--- config.mk ---
export PLATFORM = sky130hd
export DESIGN_NAME = xbus_timer_flat
export DESIGN_NICKNAME = d
export VERILOG_FILES = /design/src/common/xbus_pkg.sv /design/src/common/xbus_if.sv /design/src/rtl/xbus_timer.sv /design/src/flat_wrapper.sv
export SDC_FILE = /design/constraint.sdc
export NUM_CORES = 1
export LEC_CHECK = 0
export BUFFER_PORTS_ARGS = -buffer_cell sky130_fd_sc_hd__buf_4
export CORE_UTILIZATION = 38
export CTS_CLUSTER_DIAMETER = 40
export DETAILED_ROUTE_END_ITERATION = 8
export GPL_ROUTABILITY_DRIVEN = 1
export GPL_TIMING_DRIVEN = 0
export PLACE_DENSITY = 0.66
export SLEW_MARGIN = 20
export SYNTH_ARGS = -nofsm -noshare
export SYNTH_HDL_FRONTEND = slang
export SYNTH_SLANG_ARGS = --single-unit
export TNS_END_PERCENT = 10
--- constraint.sdc ---
create_clock -name mclk -period 3.3 [get_ports mclk]
set_input_delay 0.66 -clock mclk [delete_from_list [all_inputs] [get_ports mclk]]
set_output_delay 0.66 -clock mclk [all_outputs]
set_load 0.005 [all_outputs]
--- src/common/xbus_pkg.sv ---
// xbus package with bus widths, the address map and the state encodings.
package xbus_pkg;

   // ~~~~~~~~~~~~~~~~~~~~
   // bus widths.
   typedef logic [21:0] bus_addr_t;   // 22-bit word address.
   typedef logic [31:0] bus_data_t;   // one bus word.
   typedef logic [1:0]  reg_idx_t;    // register select inside a slave.

   // ~~~~~~~~~~~~~~~~~~~~
   // address map, octal as on the processor side.
   localparam bus_addr_t DRAM_LIMIT = 22'o16777777;   // last dram word.
   localparam bus_addr_t DMA_BASE   = 22'o17377770;   // four dma registers.
   localparam bus_addr_t TIMER_BASE = 22'o17764000;   // four timer registers.

   // read value when no slave drives the bus.
   localparam bus_data_t BUS_FLOAT = 32'hffff_ffff;

   // ~~~~~~~~~~~~~~~~~~~~
   // decoder output.
   typedef enum logic [1:0] {
      region_none,
      region_dram,
      region_dma,
      region_timer
   } region_t;

   // arbiter states.
   typedef enum logic [1:0] {
      bus_idle,
      bus_req,
      bus_wait,
      bus_slave
   } arb_state_t;

   // dma engine states.
   typedef enum logic [1:0] {
      dma_idle,
      dma_read,
      dma_write
   } dma_state_t;

endpackage

--- src/common/xbus_if.sv ---
// xbus interface, one word transfer per req/ack handshake.
`timescale 1ns/1ps

interface xbus_if
   import xbus_pkg::*;
   ();

   bus_addr_t addr;    // word address.
   bus_data_t wdata;   // write data, master to slave.
   bus_data_t rdata;   // read data, slave to master.
   logic      req;     // held until ack.
   logic      write;
   logic      ack;     // one cycle per transfer.

   modport master (
      output addr,
      output wdata,
      output req,
      output write,
      input  rdata,
      input  ack
   );

   modport slave (
      input  addr,
      input  wdata,
      input  req,
      input  write,
      output rdata,
      output ack
   );

endinterface

--- src/rtl/xbus_timer.sv ---
// interval timer, free-running count with compare match and interrupt enable.
`timescale 1ns/1ps

module xbus_timer
   import xbus_pkg::*;
   (
   input  logic  mclk,
   input  logic  reset,
   xbus_if.slave bus,
   output logic  interrupt
   );

   bus_data_t count;
   bus_data_t compare;
   logic      match;
   logic      irq_enable;
   logic      ack_q;
   bus_data_t rdata_q;
   logic      access;
   reg_idx_t  idx;

   assign idx    = bus.addr[1:0];
   assign access = bus.req && !ack_q;

   always_ff @(posedge mclk)
   begin
      if (reset)
      begin
         ack_q      <= 1'b0;
         count      <= '0;
         compare    <= '1;      // far from the count after reset.
         match      <= 1'b0;
         irq_enable <= 1'b0;
      end
      else
      begin
         ack_q <= access;
         if (access && bus.write && idx == 2'd0)
            count <= bus.wdata;   // load.
         else
            count <= count + 1'b1;
         if (access && bus.write && idx == 2'd1)
            compare <= bus.wdata;
         if (access && bus.write && idx == 2'd3)
            irq_enable <= bus.wdata[0];
         if (count == compare)
            match <= 1'b1;        // set beats clear.
         else if (access && bus.write && idx == 2'd2 && bus.wdata[0])
            match <= 1'b0;
      end
   end

   always_ff @(posedge mclk)
   begin
      if (access && !bus.write)
      begin
         case (idx)
            2'd0:    rdata_q <= count;
            2'd1:    rdata_q <= compare;
            2'd2:    rdata_q <= {31'b0, match};
            default: rdata_q <= {31'b0, irq_enable};
         endcase
      end
   end

   assign bus.ack   = ack_q;
   assign bus.rdata = rdata_q;
   assign interrupt = match & irq_enable;

endmodule

--- src/flat_wrapper.sv ---
// flat-port wrapper written by rule: the top's interface ports become plain ports
module xbus_timer_flat import xbus_pkg::*;
  (mclk, reset, interrupt, bus_addr, bus_wdata, bus_req, bus_write, bus_rdata, bus_ack);
  xbus_if bus_i ();
  input  logic mclk;
  input  logic reset;
  output logic interrupt;
  input wire logic [$bits(bus_i.addr)-1:0] bus_addr;
  input wire logic [$bits(bus_i.wdata)-1:0] bus_wdata;
  input wire logic [$bits(bus_i.req)-1:0] bus_req;
  input wire logic [$bits(bus_i.write)-1:0] bus_write;
  output wire logic [$bits(bus_i.rdata)-1:0] bus_rdata;
  output wire logic [$bits(bus_i.ack)-1:0] bus_ack;
  assign bus_i.addr = bus_addr;
  assign bus_i.wdata = bus_wdata;
  assign bus_i.req = bus_req;
  assign bus_i.write = bus_write;
  assign bus_rdata = bus_i.rdata;
  assign bus_ack = bus_i.ack;
  xbus_timer u_core (.mclk(mclk), .reset(reset), .bus(bus_i), .interrupt(interrupt));
endmodule
==> impl_results.md, run 1 <==
- Outcome: finished, final reports clean
- Min-Delay Endpoint: u_core.irq_enable
- GRT overflow: 0
- WP data arrival: 2.72 ns
- Gp weighted congestion: 0.866
- Synthesized area per cell: 10.3 um2
- Root Driver: clkbuf_16
- Final worst-path cycle share: 73.7%
- Post-synth EDFFs: 32
- Largest net degree at the start of global routing: 18
- Share of layout cells above drive strength 1: 19.6%
- Fmax: 0.411 GHz
- Reg2reg end: u_core.compare[30]
- Clock Latency Late Sink: 0.35 ns
- WHS Path Cells: 2
- Async SR Flop Fraction: 0%
- Initial DRC count: 313
- CTS Buf Count: 9
- Net Count, Synth: 528
- Cell variety after synth: 43
- Row count: 40
- Final instance area: 0.00591 mm2
- Clock Sinks: 99
- Seq pwr share: 48.8%
- Multi-input gate area: 0.00233 mm2
- Max VDD drop: 0.233 mV
- H-tree levels: 3
- MaxCap Viol Count: 0
- Drt total wl: 12800 um
- Fin. Hold Viols: 0
- Number of synthesized register bits: 99
- DR vias: 3762
- IO Count: 92
- Worst r2r src: u_core.bus.ack
- Post-route insts no fill: 723
- Reg2reg setup slack: 0.92 ns
- Slack of the critical path: 0.866 ns
- CTS tree: done
- GRT Util Overall: 20.5%
- Global-route wire length before repair: 20000 um
- Area growth syn-to-layout: 22.5%
- Synth warnings: 0
- Routed vias/inst: 5.20
- Die Wd: 115 um
- Max clock buf depth: 2
- Pwr per Cell Area: 467 mW/mm2
- RSZ-0062 raised after global routing: no
- Synthesized instance count: 469
- Placed cell areas: 0.00559 mm2
- Synthesized area: 0.00482 mm2
- Clock share of power: 40.9%
- Filler instances: 1183
- Crit Path Class: input pin to register
- Crit start category: input pin
- Initial antenna violation count: 0
- DRC Markers: 0
- Hpwl dp: 9160 um
- First drt pass iteration count: 4
- Register cell area after layout: 0.00230 mm2
- Worst slew pin tran: 0.917 ns
- # nets final: 609
- Hold Slack: 0.521 ns
- Pins Over Slew Limit: 0
- Placed Cells: 707
- Psw: 0.000657 W
- Reg2reg path depth: 6
- Yosys top cell by area: dfxtp_1
- Diodes inserted: 0
- Setup violations, final: 0
- Die area: 0.0131 mm2
- Top-count cell post-synth: nor2_1
- Top post-synthesis cells by count: nor2_1 (68), dfxtp_1 (67), xnor2_1 (51)
- Number of global-route vias before repair: 3736
- Post-CTS Resized: 0
- Main synth FF type: dfxtp_1
- Comb pwr share: 10.3%
- Final Skew: 0.00600 ns
- Core Util, Final: 48.4%
- Worst setup EP type: register
- Req. time, crit path: 3.59 ns
- Hold buffers post-CTS: 0
- Setup bufs post-CTS: 0
- Area of the core: 0.0122 mm2
- Clk slew on worst S/H paths: 0.07 ns
- Initial Utilization: 39.5%
- Largest cells by area after synthesis: dfxtp_1 (28%), edfxtp_1 (20%), xnor2_1 (9.3%), mux2i_1 (6.8%), a211o_1 (5.8%)
- Synth top area share: 27.8%
- Max transition margin: 38.8%
- DP Worst Slack: 0.493 ns
- Max FO, Critical Path: 10
- Die height: 115 um
- Seq/Total Area, Yosys: 47.7%
- HP Start: u_core.irq_enable
- Internal: 0.00210 W
- Hold Path Class: register to register
- Fin crit period: 2.43 ns
- DR WL/cell: 17.7 um
- Leak pwr: 2.18 nW
- IO buf count: 69
- Antenna Violating Nets Remaining: 0
- Sw Ratio: 23.8%
-- kinds of logic (layout without fill, tap and decap cells) --
family                     after synthesis  in the layout  synth area share [%]
muxes                                   34             34                  7.32
buffers and inverters                   43            129                  4.07
and+or+nand+nor                        166            166                  18.5
DFF                                     99             99                  47.7
adders and majority gates                1              1                 0.259
xor gates and xnor gates                59             59                  10.7
AOI/OAI and AO/OA                       67             67                  11.4
-- worst max path at each step --
stage / cells past startpoint / to / startpoint
floorplan: 2 / u_core.bus.rdata[0] / bus_req
global placement: 3 / u_core.bus.rdata[13] / bus_req
detailed placement: 6 / u_core.compare[12] / bus_addr[0]
CTS: 6 / u_core.compare[19] / bus_addr[0]
global route: 6 / u_core.compare[19] / bus_addr[0]
finish: 7 / u_core.compare[30] / bus_write
-- per-stage QoR --
stage	TNS, ns	power [W]
floorplan	0	0.00152
global placement	-0.0757	0.00164
detailed placement	0	0.00165
CTS	0	0.00277
global route	0	0.00284
finish	0	0.00276
-- state kept, by name, summed over array words and instances (netlist names) --
name               flops
u_core.bus.ack         1
u_core.bus.rdata      32
u_core.compare        32
u_core.count          32
u_core.irq_enable      1
u_core.match           1
-- cell type report --
class | instances | share of cell area [%]
Tap cell | 168 | 3.56
Clock buffer | 11 | 4.47
Buffer | 37 | 2.94
Multi-Input combinational cell | 327 | 39.5
Timing Repair Buffer | 70 | 9.23
Sequential cell | 99 | 39.0
Inverter | 6 | 0.381
Clock inverter | 5 | 0.974
-- placed cells by master, fill, tap and decap left out, types with 2 or more instances in the layout --
master and n:
and2_1 3, clkbuf_8 2, a22o_1 3, nand3_1 8, nor3_2 2, or3_1 2, and3_1 3, clkbuf_1 24
buf_4 69, inv_1 6, a211oi_1 24, and4_1 4, nor2b_1 33, nand4_1 11, or3_2 2, mux2i_1 33
buf_2 7, nor2_1 67, nand2_1 9, xor2_1 8, clkbuf_16 10, xnor2_1 51, nor4_1 4, buf_6 2
nor3_1 8, buf_1 2, a311oi_1 3, edfxtp_1 32, a211o_1 32, o21ai_0 3, dfxtp_1 67
-- worst max-delay path, stage by stage --
cell      delay (ns)
buf_4           0.10
and3b_1         0.26
nand2_1         0.07
nor2_1          0.62
clkbuf_1        0.48
buf_2           0.36
a211o_1         0.17
-- metal layers --
metal | share of wire [%] | track usage [%] | vias to the layer above
li1 | - | - | 1829
met2 | 48 | 33.7 | 106
met4 | 1.8 | 6.84 | 0
met3 | 4.9 | 4.24 | 19
met5 | 0 | 0 | -
met1 | 45 | 26.8 | 1808
-- power groups by stage --
stage               registers (W)  logic (W)  clock network (W)
global placement          0.00137   0.000274                  0
global route              0.00135   0.000308            0.00118
finish                    0.00135   0.000284            0.00113
floorplan                 0.00137   0.000153                  0
detailed placement        0.00137   0.000283                  0
CTS                       0.00135   0.000286            0.00114
Power figures use the tool's default switching activity.
==> inputs of run 2 (changes only) <==
clock period = 2.4 ns   (was 3.3 ns; I/O delays follow)
==> run 2 against run 1 <==
Sequential share of layout area about the same. Via count up 1.6%. Setup slack worse by 0.65 ns. Utilization about the same.
==> impl_results.md, run 2 (synthesis gave the netlist of run 1 again) <==
- Final Skew: 0.00619 ns
- Final instance area: 0.00591 mm2
- Setup violations, final: 0
- Routed vias/inst: 5.28
- Placed cell areas: 0.00559 mm2
- Clock Sinks: 99
- Area growth syn-to-layout: 22.5%
- DR WL/cell: 17.7 um
- Diodes inserted: 0
- Die Wd: 115 um
- Root Driver: clkbuf_16
- GR peak layer: met2
- Req. time, crit path: 2.69 ns
- Fin crit period: 2.19 ns
- # nets final: 609
- WHS Path Cells: 2
- Met2 usage: 33.7%
- Crit Path Class: register to register
- Met3 Use GR: 4.24%
- Die height: 115 um
- Worst setup EP type: register
- Antenna Violating Nets Remaining: 0
- Number of global-route vias before repair: 3736
- Fmax: 0.458 GHz
- DRC Markers: 0
- GRT Util Overall: 20.5%
- CTS Buf Count: 9
- DP Worst Slack: -0.227 ns
- Leak pwr: 2.18 nW
- GRT overflow: 0
- MaxCap Viol Count: 0
- Clock Latency Late Sink: 0.35 ns
- Setup bufs post-CTS: 0
- IO Count: 92
- WP data arrival: 2.48 ns
- Share of layout cells above drive strength 1: 19.8%
- Hpwl dp: 9160 um
- IO buf count: 69
- Drt total wl: 12800 um
- Hold Path Class: input pin to register
- Area of the core: 0.0122 mm2
- Fin. Hold Viols: 0
- First drt pass iteration count: 4
- Final worst-path cycle share: 91.1%
- CTS tree: done
- Max transition margin: 38.2%
- Hold buffers post-CTS: 0
- Crit start category: register
- Max VDD drop: 0.320 mV
- Largest net degree at the start of global routing: 18
- Gp weighted congestion: 0.866
- Die area: 0.0131 mm2
- Met1 Use GR: 26.8%
- Initial antenna violation count: 0
- Power Total: 0.00379 W
- DR vias: 3821
- Max clock buf depth: 2
- Max FO, Critical Path: 10
- Global-route wire length before repair: 20000 um
- Leading cell type in the layout, fill and taps excluded: buf_4
- Clk slew on worst S/H paths: 0.07 ns
- Worst slew pin tran: 0.927 ns
- Reg2reg path depth: 6
- H-tree levels: 3
- Filler instances: 1182
- Initial DRC count: 294
- RSZ-0062 raised after global routing: no
- Final setup TNS: 0 ns
- Pwr per Cell Area: 641 mW/mm2
- Pins Over Slew Limit: 0
- Post-CTS Resized: 0
- Most frequent cells in the layout: buf_4 (69), dfxtp_1 (67), nor2_1 (66)
- Outcome: finished, final reports clean
- Initial Utilization: 39.5%
- Row count: 40
- Hold Slack: 0.343 ns
- Slack of the critical path: 0.214 ns
run 2: cell counts in the layout (fill, tap and decap cells not counted):
No cell type changed its count.
run 2: critical path: stages, from the launching register on:
cell and delay (ns):
dfxtp_1 0.32, and3b_1 0.30, nand2_1 0.09, nor2_2 0.41, clkbuf_1 0.48, buf_2 0.36
a211o_1 0.17
run 2: cell type report:
cell class,count,area (um2),area share (%)
sequential,99,2300,39.0
clock buffer,11,264,4.47
inverter,6,22.5,0.381
buffer,37,174,2.94
multi-input combinational,327,2330,39.5
tap,168,210,3.56
clock inverter,5,57.6,0.974
timing repair buffer,70,546,9.23
run 2: stage by stage:
stage	instances	util, %
final	723	48.4
after global routing	723	48.4
after CTS	723	48.4
after detailed placement	707	45.7
after global placement	706	45.5
after floorplan	469	-
run 2: path summary, 6_finish.rpt:
check                         start                 to  slack [ns]
setup / recovery     u_core.bus.ack  u_core.compare[1]        0.21
hold / removal         bus_wdata[9]  u_core.compare[9]        0.34
setup reg to reg     u_core.bus.ack  u_core.compare[1]        0.21
hold reg to reg   u_core.irq_enable  u_core.irq_enable        0.53
run 2: layer usage:
metal	part of all wire, %	wire length, um	vias to the layer above
met5	0	0	-
met4	1.8	231	0
met3	5.7	726	16
met2	48	6130	114
met1	45	5740	1856
li1	-	-	1835
run 2: power by group:
part / internal, W / switching [W] / total [W]
registers: 0.00180 / 0.0000509 / 0.00185
logic: 0.000187 / 0.000203 / 0.000389
clock network: 0.000901 / 0.000647 / 0.00155
total: 0.00289 / 0.000901 / 0.00379
==> inputs of run 3 (changes only) <==
MAX_ROUTING_LAYER = met4   (was unset)
==> run 3 against run 2 <==
Clock skew shrank 0.0024 ns. Combinational power about the same. Maximum frequency grew 0.94%. Cell area shrank 0.55%. Sequential power hardly changed. Flip-flop and latch count unchanged. Critical endpoint is now u_core.count[28]. Highest routed layer unchanged. Register-to-register slack gained 0.02 ns.
==> impl_results.md, run 3 (synthesis gave the netlist of run 1 again) <==
- Req. time, crit path: 2.67 ns
- MaxCap Viol Count: 0
- GRT overflow: 0
- Setup bufs post-CTS: 0
- Worst r2r src: u_core.count[0]
- Hpwl dp: 9030 um
- Setup violations, final: 0
- Global-route wire length before repair: 19900 um
- CP cell instances: ha_1 -> and3_1 -> buf_2 -> nand4_2 -> nor4_1 -> xnor2_1 -> a211oi_1
- Clk slew on worst S/H paths: 0.07 ns
- Max transition margin: 34.5%
- Worst setup EP type: register
- Final worst-path cycle share: 90.2%
- DR WL/cell: 17.8 um
- Clock Sinks: 99
- GRT Util Overall: 21.2%
- Root Driver: clkbuf_16
- Setup crit start: u_core.count[0]
- CP top delay family: simple AND/OR/NAND/NOR gates
- Fin. Hold Viols: 0
- Drt total wl: 12900 um
- Crit start category: register
- Area of the core: 0.0122 mm2
- Die area: 0.0131 mm2
- Gp weighted congestion: 0.866
- Clock Latency Late Sink: 0.35 ns
- Routed vias/inst: 5.24
- Most frequent cells in the layout: buf_4 (69), dfxtp_1 (67), nor2_1 (66)
- Max clock buf depth: 2
- Share of layout cells above drive strength 1: 19.6%
- Max VDD drop: 0.508 mV
- Hold Path Class: input pin to register
- Number of global-route vias before repair: 3655
- Initial antenna violation count: 0
- Antenna Violating Nets Remaining: 0
- Fmax: 0.462 GHz
- Largest net degree at the start of global routing: 18
- Crit Path Class: register to register
- Leak pwr: 2.17 nW
- Slowest cell on the critical path: dfxtp_1
- Placed cell areas: 0.00559 mm2
- Worst path bufs/invs: 1
- Pwr per Cell Area: 623 mW/mm2
- WP data arrival: 2.43 ns
- Die Wd: 115 um
- Fin crit period: 2.17 ns
- Die height: 115 um
- Filler instances: 1176
- Leading cell type in the layout, fill and taps excluded: buf_4
- Diodes inserted: 0
- Final Skew: 0.00378 ns
- CTS tree: done
- IO buf count: 69
- First drt pass iteration count: 5
- Final instance area: 0.00588 mm2
- Hold Slack: 0.339 ns
- DRC Markers: 0
- Row count: 40
- Initial Utilization: 39.5%
- Pins Over Slew Limit: 0
- Area growth syn-to-layout: 21.9%
- IO Count: 92
- H-tree levels: 3
- CTS Buf Count: 9
- HP Start: bus_wdata[18]
- DR vias: 3791
- Worst slew pin tran: 0.982 ns
- CP peak stage delay: 0.45 ns
- RSZ-0062 raised after global routing: no
- Outcome: finished, final reports clean
- Max FO, Critical Path: 10
- Initial DRC count: 251
- # nets final: 609
run 3: final timing paths:
| kind | slack [ns] | cells past startpoint | end |
|---|---|---|---|
| worst max register to register | 0.23 | 7 | u_core.count[28] |
| worst max-delay path | 0.23 | 7 | u_core.count[28] |
| worst min-delay path | 0.34 | 2 | u_core.compare[18] |
| worst min register to register | 0.55 | 2 | u_core.irq_enable |
run 3: through the flow:
step / std cells / TNS (ns) / setup WS [ns] / power [W] / util [%]
final: 723 / 0 / 0.235 / 0.00366 / 48.1
after global routing: 723 / 0 / 0.0620 / 0.00379 / 48.1
after CTS: 723 / 0 / 0.0306 / 0.00367 / 48.1
after detailed placement: 707 / -5.34 / -0.195 / 0.00228 / 45.7
after global placement: 706 / -28.00 / -0.727 / 0.00226 / 45.5
after floorplan: 469 / 0 / 0.0785 / 0.00209 / -
run 3: worst reg2reg max path: stages (launching register included):
cell and delay (ns):
dfxtp_1 0.45, ha_1 0.23, and3_1 0.18, buf_2 0.16, nand4_2 0.30, nor4_1 0.45
xnor2_1 0.11, a211oi_1 0.22
run 3: layout make-up:
| type | instances | area, um2 | area share [%] |
|---|---|---|---|
| buffer | 37 | 174 | 2.96 |
| inverter | 6 | 22.5 | 0.383 |
| clock buffer | 12 | 268 | 4.56 |
| sequential | 99 | 2300 | 39.2 |
| tap | 168 | 210 | 3.58 |
| multi-input combinational | 327 | 2330 | 39.7 |
| clock inverter | 4 | 21.3 | 0.362 |
| timing repair buffer | 70 | 546 | 9.28 |
run 3: what timing repair did:
| item | in CTS | in global routing |
|---|---|---|
| resized for setup | 0 | 1 |
| hold buffers | 0 | 0 |
| endpoints found under the setup margin | 0 | 30 |
run 3: report_power, final:
part | internal, W | switching [W] | total (W) | leakage (nW)
sequential | 0.00180 | 0.0000509 | 0.00185 | 0.850
combinational | 0.000187 | 0.000203 | 0.000389 | 1.17
clock | 0.000791 | 0.000633 | 0.00142 | 0.148
total | 0.00278 | 0.000886 | 0.00366 | 2.17
run 3: layer usage:
layer | GRT usage (%) | up-vias | part of all wire (%)
met3 | 3.60 | 16 | 6.8
li1 | - | 1828 | -
met5 | - | - | 0
met1 | 28.2 | 1825 | 45
met2 | 32.3 | 122 | 46
met4 | 7.88 | 0 | 1.6
