`config.mk`:
```
export PLATFORM = sky130hd
export DESIGN_NAME = xbus_dma_flat
export DESIGN_NICKNAME = d
export VERILOG_FILES = /design/src/common/xbus_pkg.sv /design/src/common/xbus_if.sv /design/src/rtl/xbus_dma.sv /design/src/flat_wrapper.sv
export SDC_FILE = /design/constraint.sdc
export NUM_CORES = 1
export LEC_CHECK = 0
export BUFFER_PORTS_ARGS = -buffer_cell sky130_fd_sc_hd__buf_2
export CAP_MARGIN = 5
export CORE_ASPECT_RATIO = 1.25
export CORE_MARGIN = 1.5
export CORE_UTILIZATION = 57
export DETAILED_ROUTE_END_ITERATION = 7
export GPL_TIMING_DRIVEN = 1
export PLACE_DENSITY = 0.86
export SYNTH_ARGS = -nofsm -noshare
export SYNTH_HDL_FRONTEND = slang
export SYNTH_SLANG_ARGS = --single-unit
```
`constraint.sdc`:
```
create_clock -name mclk -period 5 [get_ports mclk]
set_input_delay 0.75 -clock mclk [delete_from_list [all_inputs] [get_ports mclk]]
set_output_delay 0.75 -clock mclk [all_outputs]
set_load 0.005 [all_outputs]
```
`src/common/xbus_pkg.sv`:
```
// xbus package with bus widths, the address map and the state encodings.
package xbus_pkg;

   // ~~~~~~~~~~~~~~~~~~~~
   // bus widths.
   typedef logic [21:0] bus_addr_t;   // 22-bit word address.
   typedef logic [31:0] bus_data_t;   // one bus word.
   typedef logic [1:0]  reg_idx_t;    // register select inside a slave.

   // ~~~~~~~~~~~~~~~~~~~~
   // address map, octal as on the processor side.
   localparam bus_addr_t DRAM_LIMIT = 22'o16777777;   // last dram word.
   localparam bus_addr_t DMA_BASE   = 22'o17377770;   // four dma registers.
   localparam bus_addr_t TIMER_BASE = 22'o17764000;   // four timer registers.

   // read value when no slave drives the bus.
   localparam bus_data_t BUS_FLOAT = 32'hffff_ffff;

   // ~~~~~~~~~~~~~~~~~~~~
   // decoder output.
   typedef enum logic [1:0] {
      region_none,
      region_dram,
      region_dma,
      region_timer
   } region_t;

   // arbiter states.
   typedef enum logic [1:0] {
      bus_idle,
      bus_req,
      bus_wait,
      bus_slave
   } arb_state_t;

   // dma engine states.
   typedef enum logic [1:0] {
      dma_idle,
      dma_read,
      dma_write
   } dma_state_t;

endpackage

```
`src/common/xbus_if.sv`:
```
// xbus interface, one word transfer per req/ack handshake.
`timescale 1ns/1ps

interface xbus_if
   import xbus_pkg::*;
   ();

   bus_addr_t addr;    // word address.
   bus_data_t wdata;   // write data, master to slave.
   bus_data_t rdata;   // read data, slave to master.
   logic      req;     // held until ack.
   logic      write;
   logic      ack;     // one cycle per transfer.

   modport master (
      output addr,
      output wdata,
      output req,
      output write,
      input  rdata,
      input  ack
   );

   modport slave (
      input  addr,
      input  wdata,
      input  req,
      input  write,
      output rdata,
      output ack
   );

endinterface

```
`src/rtl/xbus_dma.sv`:
```
// dma engine, copies a block of dram words and raises an interrupt when done.
`timescale 1ns/1ps

module xbus_dma
   import xbus_pkg::*;
   (
   input  logic   mclk,
   input  logic   reset,
   xbus_if.slave  regs,
   xbus_if.master mem,
   output logic   interrupt
   );

   dma_state_t state;
   bus_addr_t  src;
   bus_addr_t  dst;
   bus_addr_t  count;       // words left.
   bus_data_t  buffer;      // word between read and write.
   logic       done;
   logic       busy;
   logic       ack_q;
   bus_data_t  rdata_q;
   logic       reg_access;
   reg_idx_t   idx;

   assign idx        = regs.addr[1:0];
   assign reg_access = regs.req && !ack_q;
   assign busy       = (state != dma_idle);

   // ~~~~~~~~~~~~~~~~~~~~
   // register slave.
   always_ff @(posedge mclk)
   begin
      if (reset)
         ack_q <= 1'b0;
      else
         ack_q <= reg_access;
   end

   always_ff @(posedge mclk)
   begin
      if (reg_access && !regs.write)
      begin
         case (idx)
            2'd0:    rdata_q <= bus_data_t'(src);
            2'd1:    rdata_q <= bus_data_t'(dst);
            2'd2:    rdata_q <= bus_data_t'(count);
            default: rdata_q <= {30'b0, done, busy};   // status.
         endcase
      end
   end

   assign regs.ack   = ack_q;
   assign regs.rdata = rdata_q;

   // ~~~~~~~~~~~~~~~~~~~~
   // copy engine.
   always_ff @(posedge mclk)
   begin
      if (reset)
      begin
         state <= dma_idle;
         done  <= 1'b0;
      end
      else if (state == dma_idle)
      begin
         if (reg_access && regs.write)
         begin
            case (idx)
               2'd0: src   <= regs.wdata[21:0];
               2'd1: dst   <= regs.wdata[21:0];
               2'd2: count <= regs.wdata[21:0];
               default:
               begin
                  if (regs.wdata[1])
                     done <= 1'b0;
                  if (regs.wdata[0])
                  begin
                     done  <= (count == '0);   // empty block finishes at once.
                     state <= (count == '0) ? dma_idle : dma_read;
                  end
               end
            endcase
         end
      end
      else if (state == dma_read)
      begin
         if (mem.ack)
         begin
            buffer <= mem.rdata;
            state  <= dma_write;
         end
      end
      else if (mem.ack)
      begin
         src   <= src + 1'b1;
         dst   <= dst + 1'b1;
         count <= count - 1'b1;
         if (count == bus_addr_t'(1))
         begin
            done  <= 1'b1;
            state <= dma_idle;
         end
         else
            state <= dma_read;
      end
   end

   // dram master, req held through cpu priority.
   assign mem.req   = busy;
   assign mem.write = (state == dma_write);
   assign mem.addr  = (state == dma_write) ? dst : src;
   assign mem.wdata = buffer;

   assign interrupt = done;

endmodule

```
`src/flat_wrapper.sv`:
```
// flat-port wrapper written by rule: the top's interface ports become plain ports
module xbus_dma_flat import xbus_pkg::*;
  (mclk, reset, interrupt, regs_addr, regs_wdata, regs_req, regs_write, regs_rdata, regs_ack, mem_addr, mem_wdata, mem_req, mem_write, mem_rdata, mem_ack);
  xbus_if regs_i ();
  xbus_if mem_i ();
  input  logic mclk;
  input  logic reset;
  output logic interrupt;
  input wire logic [$bits(regs_i.addr)-1:0] regs_addr;
  input wire logic [$bits(regs_i.wdata)-1:0] regs_wdata;
  input wire logic [$bits(regs_i.req)-1:0] regs_req;
  input wire logic [$bits(regs_i.write)-1:0] regs_write;
  output wire logic [$bits(regs_i.rdata)-1:0] regs_rdata;
  output wire logic [$bits(regs_i.ack)-1:0] regs_ack;
  output wire logic [$bits(mem_i.addr)-1:0] mem_addr;
  output wire logic [$bits(mem_i.wdata)-1:0] mem_wdata;
  output wire logic [$bits(mem_i.req)-1:0] mem_req;
  output wire logic [$bits(mem_i.write)-1:0] mem_write;
  input wire logic [$bits(mem_i.rdata)-1:0] mem_rdata;
  input wire logic [$bits(mem_i.ack)-1:0] mem_ack;
  assign regs_i.addr = regs_addr;
  assign regs_i.wdata = regs_wdata;
  assign regs_i.req = regs_req;
  assign regs_i.write = regs_write;
  assign regs_rdata = regs_i.rdata;
  assign regs_ack = regs_i.ack;
  assign mem_addr = mem_i.addr;
  assign mem_wdata = mem_i.wdata;
  assign mem_req = mem_i.req;
  assign mem_write = mem_i.write;
  assign mem_i.rdata = mem_rdata;
  assign mem_i.ack = mem_ack;
  xbus_dma u_core (.mclk(mclk), .reset(reset), .regs(regs_i), .mem(mem_i), .interrupt(interrupt));
endmodule
```
==> flow_summary.toml, run 1 <==
[yosys]
synth-seq-cells = 124
synth_cell_types = 48
synth_edf_count = 120
postSynthAreaPerCell_um2 = 11.8
synth_area_leader_cell = "edfxtp_1"
yosys_warnings = 0
ys_seq_area_frac = 0.580
syn_area_um2 = 6350
synthCells = 540
ys.flop_type = "edfxtp_1"
async_reset_ff_frac = 0
synthTopCellsByArea = "edfxtp_1, a21oi_1, xor2_1"
synth_top_area_frac = 0.568

[timing]
fin_tns_setup_ns = 0
tightest_slew_ns = 1.22
setup_viol = 0
hold_ws_ns = 0.511
timing.final.crit_share = 0.637
clock.fmax_mhz = 314
rsz0062_at_grt = "no"
slew_violations = 0
relSlewSlack = 0.184
report.final.hold_viol_count = 0
fin_skew_ns = 0.00994
fin_crit_ns = 3.19

[global_routing]
grt_pass1_wl_um = 24800
antenna_found_initial = 0
grt_max_degree = 91
grt_overflow = 0
grt.total_usage = 0.272
grt_pass1_vias = 4922

[clocking]
clock_latency_ns = 0.42
post-cts-setup-buffer-count = 0
clock_path_buffers = 2
h-tree-depth = 4
cts_num_sinks = 124
cts-root-buf = "clkbuf_16"
postCtsHoldBufs = 0
cts.clk_slew.worst_paths_ns = 0.06
cts_buffers = 17
cts_resized = 0
cts_tree = "built"

[worst_setup_path]
cp_max_fo = 90
cp-start-kind = "flop"
arrival_ns = 3.29
critical_path.endpoint_type = "flop"
crit_type = "reg -> reg"
r2r_setup_slack_ns = 1.81
rr_startpoint = "u_core.state[1]"
required_ns = 5.10
r2r_end = "u_core.dst[13]"
reg2reg_depth = 7

[die]
die_h_um = 121
die_w_um = 97.4
core_um2 = 10700
ios = 181
num_rows = 42
dieArea_um2 = 11800
initial_core_util = 0.592

[final_layout]
synthToLayoutAreaGrowth_pct = 21.2
final_common_cell = "buf_2"
mostFrequentLayoutCells = "buf_2, edfxtp_1, a21oi_1"
antenna_cells = 0
drive_gt1_frac = 0.312
instances_no_fill = 827
fin_nets = 779
post-route-util = 0.718

[place]
numPortBuffers = 140
place.gp.congestion = 0.856
hpwl_um = 10400
post-place-cells = 797

[worst_hold_path]
hold_end = "u_core.mem.wdata[9]"
hp-class = "in -> reg"
hold_start = "mem_rdata[9]"
hold_depth = 1

[power_and_ir_drop]
peakVddDrop_mv = 0.269
p_total_w = 0.00260
power.leakage_nw = 2.86
p_per_area_nw_per_um2 = 338

[run]
cap_violations = 0

[route]
firstDrtPassIters = 6
avgViaCountPerCell = 5.97
ant_nets = 0
vias = 4935
avgRoutedWirePerCell_um = 19.0
wl_um = 15700
drtIter0Drc = 514
drcViolationCount = 0

[outcome]
outcome = "complete, no violations"
-- how the worst max path moves through the flow --
stage,startpoint,endpoint,slack [ns],cells after the start
after detailed placement,u_core.state[1],u_core.dst[16],1.90,7
after floorplan,mem_ack,u_core.mem.wdata[0],1.53,2
after CTS,u_core.state[1],mem_addr[10],1.82,3
after global routing,u_core.state[1],u_core.dst[13],1.71,7
after global placement,u_core.state[1],u_core.dst[15],1.98,7
final,u_core.state[1],u_core.dst[13],1.81,7
-- kinds of logic after synthesis --
group                    synth area share
other                            0.000591
XOR/XNOR                           0.0773
AND/OR/NAND/NOR                     0.138
AO/OA/AOI/OAI                      0.0859
adder cells (fa/ha/maj)           0.00788
buffers and inverters              0.0329
flip-flops                          0.580
multiplexers                       0.0777
-- final cells by class --
| type | instances | area (µm²) |
|---|---|---|
| well taps | 132 | 165 |
| multi-input cells | 386 | 2500 |
| fillers | 760 | 3030 |
| repair buffers | 146 | 746 |
| flip-flops and latches | 124 | 3680 |
| inverters | 9 | 38.8 |
| clock inverters | 11 | 128 |
| clock buffers | 19 | 433 |
-- report_power, final --
part	switching (W)	internal, W	total (W)
Clock	0.000418	0.000766	0.00118
Sequential	0.0000198	0.00119	0.00121
Combinational	0.000130	0.0000812	0.000211
Total	0.000568	0.00203	0.00260
-- Yosys cell counts (4+ instances only) --
| cell type | instances |
|---|---|
| nor2_1 | 52 |
| nand3_1 | 19 |
| mux2_2 | 22 |
| inv_1 | 8 |
| edfxtp_1 | 120 |
| nand4_1 | 11 |
| clkbuf_1 | 15 |
| buf_4 | 10 |
| ha_1 | 4 |
| o21ai_0 | 24 |
| mux2i_1 | 20 |
| xor2_1 | 34 |
| xnor2_1 | 22 |
| a21oi_1 | 61 |
| nor3_1 | 13 |
| nor4_2 | 5 |
| dfxtp_1 | 4 |
| nand2_1 | 49 |
-- layer usage --
layer  track usage  routed length [µm]  vias to the layer above
li1              -                   -                     2248
met1         0.330                6160                     2331
met2         0.456                7800                      314
met3        0.0645                1270                       42
met4         0.138                 484                        0
met5             0                   0                        -
-- critical path, stage by stage (launching register included) --
cell     delay [ns]
dfxtp_1        0.39
nor2_4         0.30
inv_6          0.27
nor2_1         0.18
a22oi_1        0.07
or2_2          0.33
nor2_1         0.89
buf_4          0.41
-- stage by stage --
stage	setup WS [ns]	area [µm²]
global route	1.71	7690
global placement	1.98	7130
floorplan	1.53	6380
CTS	1.82	7690
finish	1.81	7690
detailed placement	1.90	7130
-- registers in the layout, indices dropped and copies added (netlist names) --
| name | cells |
|---|---|
| u_core.count | 22 |
| u_core.dst | 22 |
| u_core.interrupt | 1 |
| u_core.mem.wdata | 32 |
| u_core.regs.ack | 1 |
| u_core.regs.rdata | 22 |
| u_core.src | 22 |
| u_core.state | 2 |
(Power assumes the default switching activity.)
==> run 2, diff against run 1 <==
CORE_UTILIZATION = 47   (was 57)
PLACE_DENSITY = 0.76   (was 0.86)
clock period = 2.8 ns   (was 5 ns; I/O delays follow)
==> run 2 against run 1 <==
Against the previous run:
- clock skew is 0.0025 ns lower
- setup slack worse by 1.3 ns
- critical path depth is 3 lower
- final cell count is 6.4% higher
- largest cell class unchanged
- critical endpoint is now mem_req
- first-iteration DRC count is 14% lower
- worst hold slack worse by 0.34 ns
==> flow_summary.toml, run 2 (synthesis results as in run 1) <==
[global_routing]
grt_overflow = 0
grt_pass1_vias = 4967
grt_max_degree = 40
antenna_found_initial = 0
grt_pass1_wl_um = 25000
grt.total_usage = 0.230

[die]
initial_core_util = 0.480
num_rows = 47
die_w_um = 107
core_um2 = 13200
ios = 181
dieArea_um2 = 14200
die_h_um = 133

[timing]
timing.final.crit_share = 0.802
fin_tns_setup_ns = 0
setup_viol = 0
rsz0062_at_grt = "no"
tightest_slew_ns = 0.567
clock.fmax_mhz = 446
fin_skew_ns = 0.00746
slew_violations = 0
report.final.hold_viol_count = 0
fin_crit_ns = 2.24
fin_ws_ns = 0.556
relSlewSlack = 0.619

[route]
wl_um = 15700
avgRoutedWirePerCell_um = 17.9
firstDrtPassIters = 5
drtIter0Drc = 443
avgViaCountPerCell = 5.51
ant_nets = 0
drcViolationCount = 0
vias = 4851

[final_layout]
fin_nets = 791
drive_gt1_frac = 0.334
final_common_cell = "buf_2"
largest_reg_flops = 32
mostFrequentLayoutCells = "buf_2, edfxtp_1, a21oi_1"
antenna_cells = 0
post-route-util = 0.593
instances_no_fill = 880
synthToLayoutAreaGrowth_pct = 23.6

[worst_hold_path]
hold_end = "u_core.mem.wdata[7]"
hold_depth = 1
hold_start = "mem_rdata[7]"
hp-class = "in -> reg"

[worst_setup_path]
r2r_end = "u_core.dst[6]"
cp-start-kind = "flop"
reg2reg_depth = 7
cp_max_fo = 37
required_ns = 2.38
rr_startpoint = "u_core.state[1]"
r2r_setup_slack_ns = 0.56
crit_type = "reg -> out"
arrival_ns = 1.82
critical_path.endpoint_type = "primary output"

[power_and_ir_drop]
p_per_area_nw_per_um2 = 593
p_total_w = 0.00465
peakVddDrop_mv = 0.350
power.leakage_nw = 2.92

[clocking]
cts-root-buf = "clkbuf_16"
cts_resized = 0
post-cts-setup-buffer-count = 0
cts_tree = "built"
h-tree-depth = 4
clock_latency_ns = 0.42
cts_num_sinks = 124
postCtsHoldBufs = 0
cts.clk_slew.worst_paths_ns = 0.06
clock_path_buffers = 2
cts_buffers = 17

[place]
hpwl_um = 11100
numPortBuffers = 140
post-place-cells = 848
dpl_worst_slack_ns = 0.631
place.gp.congestion = 0.853

[outcome]
outcome = "complete, no violations"

[run]
cap_violations = 0
[run 2: changes by cell type in the layout (fill, tap and decap cells not counted)]
cell and change:
bufinv_16 -3, clkinv_4 +2, clkinv_1 -4, inv_8 +5, nor3_2 -1, buf_4 +12
nor3_4 +1, clkbuf_1 -2, inv_6 +7, clkinv_2 -3
[run 2: worst max path at each step]
stage	from	endpoint	slack [ns]	depth (start not counted)
final	u_core.state[1]	mem_req	0.56	4
after global routing	u_core.state[1]	u_core.dst[18]	0.44	7
after CTS	u_core.state[1]	mem_req	0.56	4
after detailed placement	u_core.state[1]	u_core.dst[11]	0.63	7
after global placement	regs_addr[0]	u_core.dst[11]	0.66	6
after floorplan	u_core.state[1]	u_core.count[0]	0.1	7
[run 2: report_power, final]
group / internal (W) / leakage (nW) / total [W] / switching [W]
sequential: 0.00211 / 1.12 / 0.00215 / 0.0000350
clock: 0.00118 / 0.280 / 0.00212 / 0.000935
combinational: 0.000152 / 1.52 / 0.000386 / 0.000233
total: 0.00345 / 2.92 / 0.00465 / 0.00120
[run 2: final cells by class]
cell class | instances | area [µm²]
clock buffers | 17 | 425
well taps | 171 | 214
multi-input cells | 386 | 2510
flip-flops and latches | 124 | 3680
fillers | 1097 | 5380
inverters | 9 | 38.8
clock inverters | 15 | 143
repair buffers | 158 | 836
[run 2: critical path: stages, from the launching register on]
cell and delay [ns]:
dfxtp_1 0.54, nor2_4 0.15, inv_6 0.15, buf_4 0.37, buf_2 0.19
[run 2: metrics by stage]
step                hold WS [ns]  area (µm²)
CTS                        0.154        7850
detailed placement         0.598        7280
global route               0.154        7850
global placement           0.596        7280
floorplan                  0.492        6390
finish                     0.168        7850
[run 2: layer usage]
metal	share of wire	GRT usage	up-vias
met5	0	0	-
met4	0.023	0.0993	0
met3	0.055	0.0493	29
met2	0.54	0.408	197
met1	0.39	0.265	2343
li1	-	-	2282
==> run 3, diff against run 2 <==
ABC_AREA = 1   (was default)
CORE_UTILIZATION = 54   (was 47)
PLACE_DENSITY = 0.81   (was 0.76)
clock period = 2.2 ns   (was 2.8 ns; I/O delays follow)
==> run 3 against run 2 <==
Against the previous run:
- clock skew is 0.0034 ns higher
- critical path depth is 2 higher
- non-clock buffer count is 5 lower
- register-to-register slack worse by 0.28 ns
- sequential share of layout area is 2.9 points lower
- flip-flop and latch count stayed put
- first-iteration DRC count is 58% higher
- synthesized area is 8.2% higher
- global-route usage is 6.1 points higher
- power is 30% higher
- utilization is 8.8 points higher
- via count is 28% higher
- critical path type unchanged
==> flow_summary.toml, run 3 <==
[route]
firstDrtPassIters = 6
met1_length_um = 6980
drcViolationCount = 0
maxUsedRoutingLayer = "met4"
drtIter0Drc = 698
vias = 6224
avgRoutedWirePerCell_um = 17.2
wl_um = 19100
met2_length_um = 9300
wl_met3_um = 2090
avgViaCountPerCell = 5.59
ant_nets = 0

[final_layout]
antenna_cells = 0
fin_nets = 1032
largest_reg_flops = 32
postLayoutCellArea_um2 = 8360
n_fill_cell = 1012
final_common_cell = "nand2_1"
instances_no_fill = 1114
mostFrequentLayoutCells = "nand2_1, buf_2, edfxtp_1"
synthToLayoutAreaGrowth_pct = 21.6
drive_gt1_frac = 0.247

[clocking]
cts.clk_slew.worst_paths_ns = 0.06
cts_buffers = 17
post-cts-setup-buffer-count = 0
cts_num_sinks = 124
clock_latency_ns = 0.43
cts_resized = 0
cts-root-buf = "clkbuf_16"
clock_path_buffers = 2
h-tree-depth = 4
cts_tree = "built"
postCtsHoldBufs = 0

[worst_hold_path]
hp-class = "in -> reg"
hold_depth = 1

[worst_setup_path]
r2r_setup_slack_ns = 0.28
cp_slowest_cell = "dfxtp_1"
cp_num_buf_inv = 3
crit_family = "buffers and inverters"
cp-start-kind = "flop"
crit_type = "reg -> out"
reg2reg_depth = 10
max_stage_delay_ns = 0.41
required_ns = 1.87
cp.depth = 6
timing.critical_path.cells = "inv_2 -> nor2_2 -> buf_12 -> nand2_1 -> o21ai_0 -> buf_2"
arrival_ns = 1.74
cp_max_fo = 44
critical_path.endpoint_type = "primary output"

[timing]
rsz0062_at_grt = "no"
hold_ws_ns = 0.0785
relSlewSlack = 0.664
fin_tns_setup_ns = 0
slew_violations = 0
tightest_slew_ns = 0.503
fin_skew_ns = 0.0108
timing.final.crit_share = 0.940
setup_viol = 0
clock.fmax_mhz = 483
fin_crit_ns = 2.07
report.final.hold_viol_count = 0

[yosys]
synth_top_area_frac = 0.524
synth.most_common_cell = "nand2_1"
ys_seq_area_frac = 0.536
synth_common_cells = "nand2_1, edfxtp_1, nor2_1"
synth_edf_count = 120
synth-seq-cells = 124
synth_cell_types = 38
syn_area_um2 = 6870
yosys_warnings = 0
ys.flop_type = "edfxtp_1"
synthCells = 787
async_reset_ff_frac = 0
synthTopCellsByArea = "edfxtp_1, nand2_1, o21ai_0"
synth_area_leader_cell = "edfxtp_1"
postSynthAreaPerCell_um2 = 8.73

[die]
num_rows = 45
die_w_um = 104
core_um2 = 12300
die_h_um = 129
dieArea_um2 = 13400
ios = 181
initial_core_util = 0.560

[power_and_ir_drop]
power.leakage_nw = 3.51
switching_share = 0.228
peakVddDrop_mv = 0.503
p_per_area_nw_per_um2 = 721
p_seq_frac = 0.451
clkPwrFrac = 0.468
power.net_switching_w = 0.00138
cellInternalPower_w = 0.00465
p_comb_frac = 0.081

[global_routing]
grt_pass1_vias = 5795
antenna_found_initial = 0
grt_max_degree = 45
grt_overflow = 0
grt_pass1_wl_um = 29800
grt.total_usage = 0.291

[place]
hpwl_um = 14000
post-place-cells = 1082
place.gp.congestion = 0.948
numPortBuffers = 140
placed_cell_area_um2 = 7760

[outcome]
outcome = "complete, no violations"

[run]
cap_violations = 0
## run 3: cell count changes after synthesis, moves of 20 or more
| cell | previous run | this run |
|---|---|---|
| nand3_1 | 19 | 42 |
| inv_1 | 8 | 71 |
| o21ai_0 | 24 | 57 |
| mux2_2 | 22 | 0 |
| xor2_1 | 34 | 11 |
| nor2_1 | 52 | 74 |
| a21oi_1 | 61 | 21 |
| o221ai_1 | 0 | 20 |
| nand2_1 | 49 | 243 |
| mux2i_1 | 20 | 0 |
## run 3: power groups by stage
stage | clock, W | sequential, W | combinational, W
final | 0.00282 | 0.00272 | 0.000491
after detailed placement | 0 | 0.00276 | 0.000482
after CTS | 0.00283 | 0.00272 | 0.000485
after global placement | 0 | 0.00276 | 0.000467
after floorplan | 0 | 0.00276 | 0.000283
after global routing | 0.00293 | 0.00272 | 0.000542
## run 3: final cells by class
class                   count  area (µm²)  share of cell area
multi-input cells         559        2740               0.328
well taps                 164         205              0.0245
clock inverters            11         144              0.0172
repair buffers            153         823              0.0985
inverters                  82         309              0.0370
clock buffers              21         450              0.0539
flip-flops and latches    124        3680               0.441
## run 3: logic make-up (layout without fill, tap and decap cells)
group / count (synthesis) / after routing / synth area share
adder cells (fa/ha/maj): 4 / 4 / 0.00728
XOR/XNOR: 19 / 19 / 0.0242
other: 1 / 10 / 0.000546
buffers and inverters: 113 / 267 / 0.0719
AO/OA/AOI/OAI: 118 / 118 / 0.101
AND/OR/NAND/NOR: 408 / 408 / 0.259
flip-flops: 124 / 124 / 0.536
## run 3: metal layers
layer / vias up / global-route usage
met3: 60 / 0.0578
met4: 0 / 0.156
met1: 2819 / 0.350
li1: 2925 / -
met2: 420 / 0.500
met5: - / 0
## run 3: final timing paths
kind | start | endpoint
setup / recovery | u_core.state[1] | mem_addr[19]
hold reg to reg | u_core.state[1] | u_core.state[1]
hold / removal | mem_rdata[29] | u_core.mem.wdata[29]
setup reg to reg | u_core.dst[0] | u_core.dst[18]
## run 3: metrics by stage
step | utilization | total power, W | setup slack, ns
2_1_floorplan | - | 0.00304 | -0.241
3_3_place_gp | 0.633 | 0.00323 | 0.375
3_5_place_dp | 0.633 | 0.00325 | 0.366
4_1_cts | 0.681 | 0.00603 | 0.168
5_1_grt | 0.681 | 0.00619 | 0.0701
6_report | 0.681 | 0.00603 | 0.131
